--- src/tile_cfg_pkg.sv ---
// Tile memory map and L1 scratchpad geometry
// Address union with a raw view and an L1 bank/row view
package tile_cfg_pkg;

  localparam int ADDR_W         = 32;   // Address width
  localparam int DATA_W         = 32;   // Data width
  localparam int SEL_W          = 4;    // One byte enable per byte
  localparam int N_BANKS        = 4;    // Word-interleaved L1 banks
  localparam int BANK_IDX_W     = 2;
  localparam int WORDS_PER_BANK = 256;
  localparam int WORD_IDX_W     = 8;

  // 4 KiB of L1 scratchpad
  localparam logic [ADDR_W-1:0] L1_BASE = 32'h1000_0000;
  localparam logic [ADDR_W-1:0] L1_END  = 32'h1000_0FFF;

  // External L2 window
  localparam logic [ADDR_W-1:0] L2_BASE = 32'h8000_0000;
  localparam logic [ADDR_W-1:0] L2_END  = 32'h8FFF_FFFF;

  // L1 layout, low bits pick the bank so consecutive words hit different banks
  typedef struct packed {
    logic [ADDR_W-WORD_IDX_W-BANK_IDX_W-$clog2(SEL_W)-1:0] region;   // Ignored by L1
    logic [WORD_IDX_W-1:0]                                 word_idx; // Row inside bank
    logic [BANK_IDX_W-1:0]                                 bank_idx; // Bank select
    logic [$clog2(SEL_W)-1:0]                              byte_off; // Covered by sel
  } l1_addr_t;

  typedef union packed {
    logic [ADDR_W-1:0] raw;   // Decoded against the memory map
    l1_addr_t          l1;    // Decoded by the interconnect
  } tile_addr_u;

endpackage

--- src/wb_pkg.sv ---
// Wishbone classic request and response bundles
package wb_pkg;
  import tile_cfg_pkg::*;

  // Master to slave, 71 bits
  typedef struct packed {
    logic              cyc;   // Bus cycle in progress
    logic              stb;   // Valid transfer
    logic              we;    // Write when high
    tile_addr_u        adr;
    logic [DATA_W-1:0] dat;   // Write data
    logic [SEL_W-1:0]  sel;   // Byte enables
  } wb_req_t;

  // Slave to master, 34 bits
  typedef struct packed {
    logic              ack;   // Normal end of transfer, one cycle
    logic              err;   // Bus error, one cycle
    logic [DATA_W-1:0] dat;   // Read data, valid with ack
  } wb_rsp_t;

endpackage

--- src/tile_addr_demux.sv ---
// Processor port address decode into L1, L2 or bus error
// Unmapped accesses end with a registered one-cycle err
`timescale 1ns/100ps

module tile_addr_demux
  import tile_cfg_pkg::*;
  import wb_pkg::*;
(
  input  logic    clk_i,
  input  logic    rst_ni,
  input  wb_req_t core_req_i,
  output wb_rsp_t core_rsp_o,
  output wb_req_t l1_req_o,
  input  wb_rsp_t l1_rsp_i,
  output wb_req_t l2_req_o,
  input  wb_rsp_t l2_rsp_i
);

  logic l1_hit;     // Address inside L1 window
  logic l2_hit;     // Address inside L2 window
  logic unmapped;   // Strobe to a hole in the map
  logic err_q;

  assign l1_hit   = (core_req_i.adr.raw >= L1_BASE) && (core_req_i.adr.raw <= L1_END);
  assign l2_hit   = (core_req_i.adr.raw >= L2_BASE) && (core_req_i.adr.raw <= L2_END);
  assign unmapped = core_req_i.cyc && core_req_i.stb && !l1_hit && !l2_hit;

  // Fields pass unchanged, only cyc and stb are steered
  always_comb begin
    l1_req_o     = core_req_i;
    l1_req_o.cyc = core_req_i.cyc && l1_hit;
    l1_req_o.stb = core_req_i.stb && l1_hit;
    l2_req_o     = core_req_i;
    l2_req_o.cyc = core_req_i.cyc && l2_hit;
    l2_req_o.stb = core_req_i.stb && l2_hit;
  end

  // One err per unmapped request, master drops stb after sampling it
  always_ff @(posedge clk_i or negedge rst_ni) begin
    if (!rst_ni) begin
      err_q <= 1'b0;
    end else begin
      err_q <= unmapped && !err_q;
    end
  end

  // Response follows the window of the held address
  always_comb begin
    core_rsp_o = '0;
    if (l1_hit) begin
      core_rsp_o = l1_rsp_i;
    end else if (l2_hit) begin
      core_rsp_o = l2_rsp_i;
    end else begin
      core_rsp_o.err = err_q;
    end
  end

  a_one_target : assert property (@(posedge clk_i) disable iff (!rst_ni)
    !(l1_req_o.stb && l2_req_o.stb));

  // Bus error only ever answers an unmapped strobe of the previous cycle
  a_err_after_stb : assert property (@(posedge clk_i) disable iff (!rst_ni)
    core_rsp_o.err |-> $past(unmapped));

endmodule

--- config.mk ---
export PLATFORM = sky130hd
export DESIGN_NAME = tile_addr_demux
export DESIGN_NICKNAME = d
export VERILOG_FILES = /design/src/tile_cfg_pkg.sv /design/src/wb_pkg.sv /design/src/tile_addr_demux.sv
export SDC_FILE = /design/constraint.sdc
export NUM_CORES = 1
export LEC_CHECK = 0
export BUFFER_PORTS_ARGS = -buffer_cell sky130_fd_sc_hd__buf_2
export CAP_MARGIN = 20
export CORE_AREA = 2 2 124 126
export CTS_CLUSTER_DIAMETER = 100
export DETAILED_ROUTE_END_ITERATION = 8
export DIE_AREA = 0 0 126 128
export GPL_ROUTABILITY_DRIVEN = 0
export PLACE_DENSITY_LB_ADDON = 0.2
export SYNTH_ARGS = -nofsm -noshare
export SYNTH_HDL_FRONTEND = slang
export SYNTH_SLANG_ARGS = --single-unit
--- constraint.sdc ---
create_clock -name clk_i -period 3.9 [get_ports clk_i]
set_input_delay 0.39 -clock clk_i [delete_from_list [all_inputs] [get_ports clk_i]]
set_output_delay 0.39 -clock clk_i [all_outputs]
set_load 0.03 [all_outputs]
==> results by group <==
Setup path
  • CP max stage cell: nor2_4
  • Max FO, Critical Path: 21
  • CP Capture Type: output pin
  • Family with the most delay on the worst path: simple AND/OR/NAND/NOR gates
  • Crit-path cells: buf_2, nor4_1, nand2_1, nor2_4, buf_4, a22o_1, buf_2
  • Critical path type: input pin to output pin
  • Worst setup path start: core_req_i[63]
  • Critical path arrival: about 2.2 ns
  • Worst R2R Start: err_q
  • Crit-path most repeated cell: buf_2
  • CP Data Required Time: 3.51 ns
  • Worst path max stage delay: ~0.40 ns
  • Crit start category: input pin
  • Bufs and invs on worst path: 3

Clock tree
  • Resized Gates After CTS: 0
  • Hold-fix buffers, CTS: 0
  • Register clock-pin slew on the reported worst setup and hold paths: 0 ns
  • Postcts setup bufs: 0
  • Clk Latency, worst-skew pair: 0 ns

Timing
  • Setup TNS: 0 ns
  • Hold_ws: roughly 0.16 ns
  • Final Hold Fails: 0
  • Setup ws final: 1.365 ns
  • Max Fclk: 394.4 MHz
  • Crit path time final: approximately 2.5 ns
  • Max Slew Vio Count: 0
  • Final setup vio count: 0
  • Worst-Margin Slew: about 0.47 ns
  • Max_slew headroom: 0.6867
  • Unrepaired setup endpoints after global routing: false
  • Clk_skew: 0 ns
  • Period utilisation layout: 0.6500

Pwr
  • Leak: between 0.8 and 0.9 nW
  • Power Dens Cells: 105.4 mW/mm^2
  • Worst IR Drop VDD: around 0.000031 V

Synthesis
  • Netlist Area Pre-Place: 0.001529 mm^2
  • Syn. warnings: 0
  • Top cell type's share of synthesized area: 0.6923
  • Syn Area/Cell: between 7 and 8 um^2
  • Yosys cell types: 13
  • Mapped Cells: between 150 and 200
  • Seq/Total Area, Yosys: 0.01637
  • Synthesized flop and latch total: 1
  • Synth area leaders: buf_4, a22o_1, nor4_1
  • Syn_nets: between 300 and 400
  • Area leader, netlist: buf_4

GRT
  • GRT Util Overall: 0.04709
  • Largest net degree at the start of global routing: 22
  • First-pass GRT wire length: around 6200 um
  • Vias in the first global route: ~1.2k
  • Initial antenna violation count: 0
  • Remaining global-route overflow: 0

Cells and area
  • Layout Cells excl Fill: ~410
  • Area Overhead vs Synth: 1.964%
  • Ant. Diodes: 0
  • Largest registers: err_q (1)
  • Largest register by flop count: err_q
  • Max FFs per register: 1
  • Core Util, Final: 0.1049
  • Nets: roughly 370
  • Layout cells sized above 1: 0.7892

Detailed routing
  • Iteration-0 DRC Markers: 34
  • Via Count: between 1k and 1.5k
  • DR DRC count: 0
  • WL/cell: between 10 and 15 um
  • Total routed wirelength: between 4000 and 5000 um
  • Detail Route Antenna Nets: 0
  • 1st-pass router iterations: 4
  • Avg Vias per Cell: 3.083

Floorplan
  • Num rows: 45
  • Die Span X: roughly 130 um
  • Core Footprint: ~0.015 mm^2
  • Die extent in y: between 100 and 150 um
  • Initial Utilization: 0.1029
  • IO Count: about 320
  • DIE AREA: 0.01613 mm^2

Run
  • Max-cap viol count: 0

Status
  • Outcome: finished, final reports clean

Placed design
  • DP HPWL: approximately 3800 um
  • Input/output buffers: 169
  • Pre-CTS worst setup slack: about 1.2 ns
  • Placed cell count: just over 400

Worst hold path
  • Min-delay worst type: input pin to asynchronous set/reset pin
path summary, 6_finish.rpt:
kind / slack, ns / cells past startpoint / to
setup / recovery: 1.36 / 7 / core_rsp_o[9]
hold / removal: 0.16 / 1 / err_q
setup reg to reg: 3.15 / 1 / err_q
hold reg to reg: 0.46 / 1 / err_q
max in group asynchronous: 3.65 / 1 / err_q
min in group clk_i: 0.46 / 1 / err_q
placed cells by master, fill, tap and decap left out:
cell | netlist | layout
buf_2 | 3 | 169
a22o_1 | 33 | 33
nor4_1 | 5 | 5
and2_1 | 4 | 4
buf_4 | 141 | 3
nand2_1 | 2 | 2
nor4b_4 | 1 | 1
nor4b_2 | 1 | 1
nand3_1 | 1 | 1
nor2_4 | 1 | 1
mux2_1 | 1 | 1
mux2_2 | 1 | 1
dfrtp_1 | 1 | 1
cell families after synthesis:
logic type / share of synthesized area
buffers and inverters: 0.7021
AO/OA/AOI/OAI: 0.1890
AND/OR/NAND/NOR: 0.07773
multiplexers: 0.01473
flip-flops: 0.01636
routing by layer:
layer | part of all wire | routed length [um] | global-route usage
met3 | 0.13 | 571 | 0.01169
met5 | 0 | 0 | 0
met4 | 0.036 | 163 | 0.01939
met2 | 0.50 | 2236 | 0.08950
met1 | 0.34 | 1508 | 0.04930
synthesized netlist by cell type:
master and count:
mux2_2 1, nor2_4 1, mux2_1 1, nand3_1 1
nor4_1 5, nand2_1 2, a22o_1 33, buf_4 141
dfrtp_1 1, nor4b_2 1, nor4b_4 1, and2_1 4
buf_2 3
stage by stage:
stage          instance area, um^2  total power, mW
3_3_place_gp                  1559           0.1664
3_5_place_dp                  1559           0.1661
4_1_cts                       1559           0.1665
6_report                      1559           0.1643
2_1_floorplan                 1529           0.3032
5_1_grt                       1559           0.1745
area by class of cell:
cell class,count,area (um^2)
fill,1755,13310
timing repair buffer,172,868.3
multi-input combinational,50,430.4
tap,188,235.2
sequential,1,25.02
power by group:
part           switching, mW  internal (mW)
registers           0.000437         0.0112
logic                 0.0935         0.0592
clock network              0              0
(Power assumes the default switching activity.)
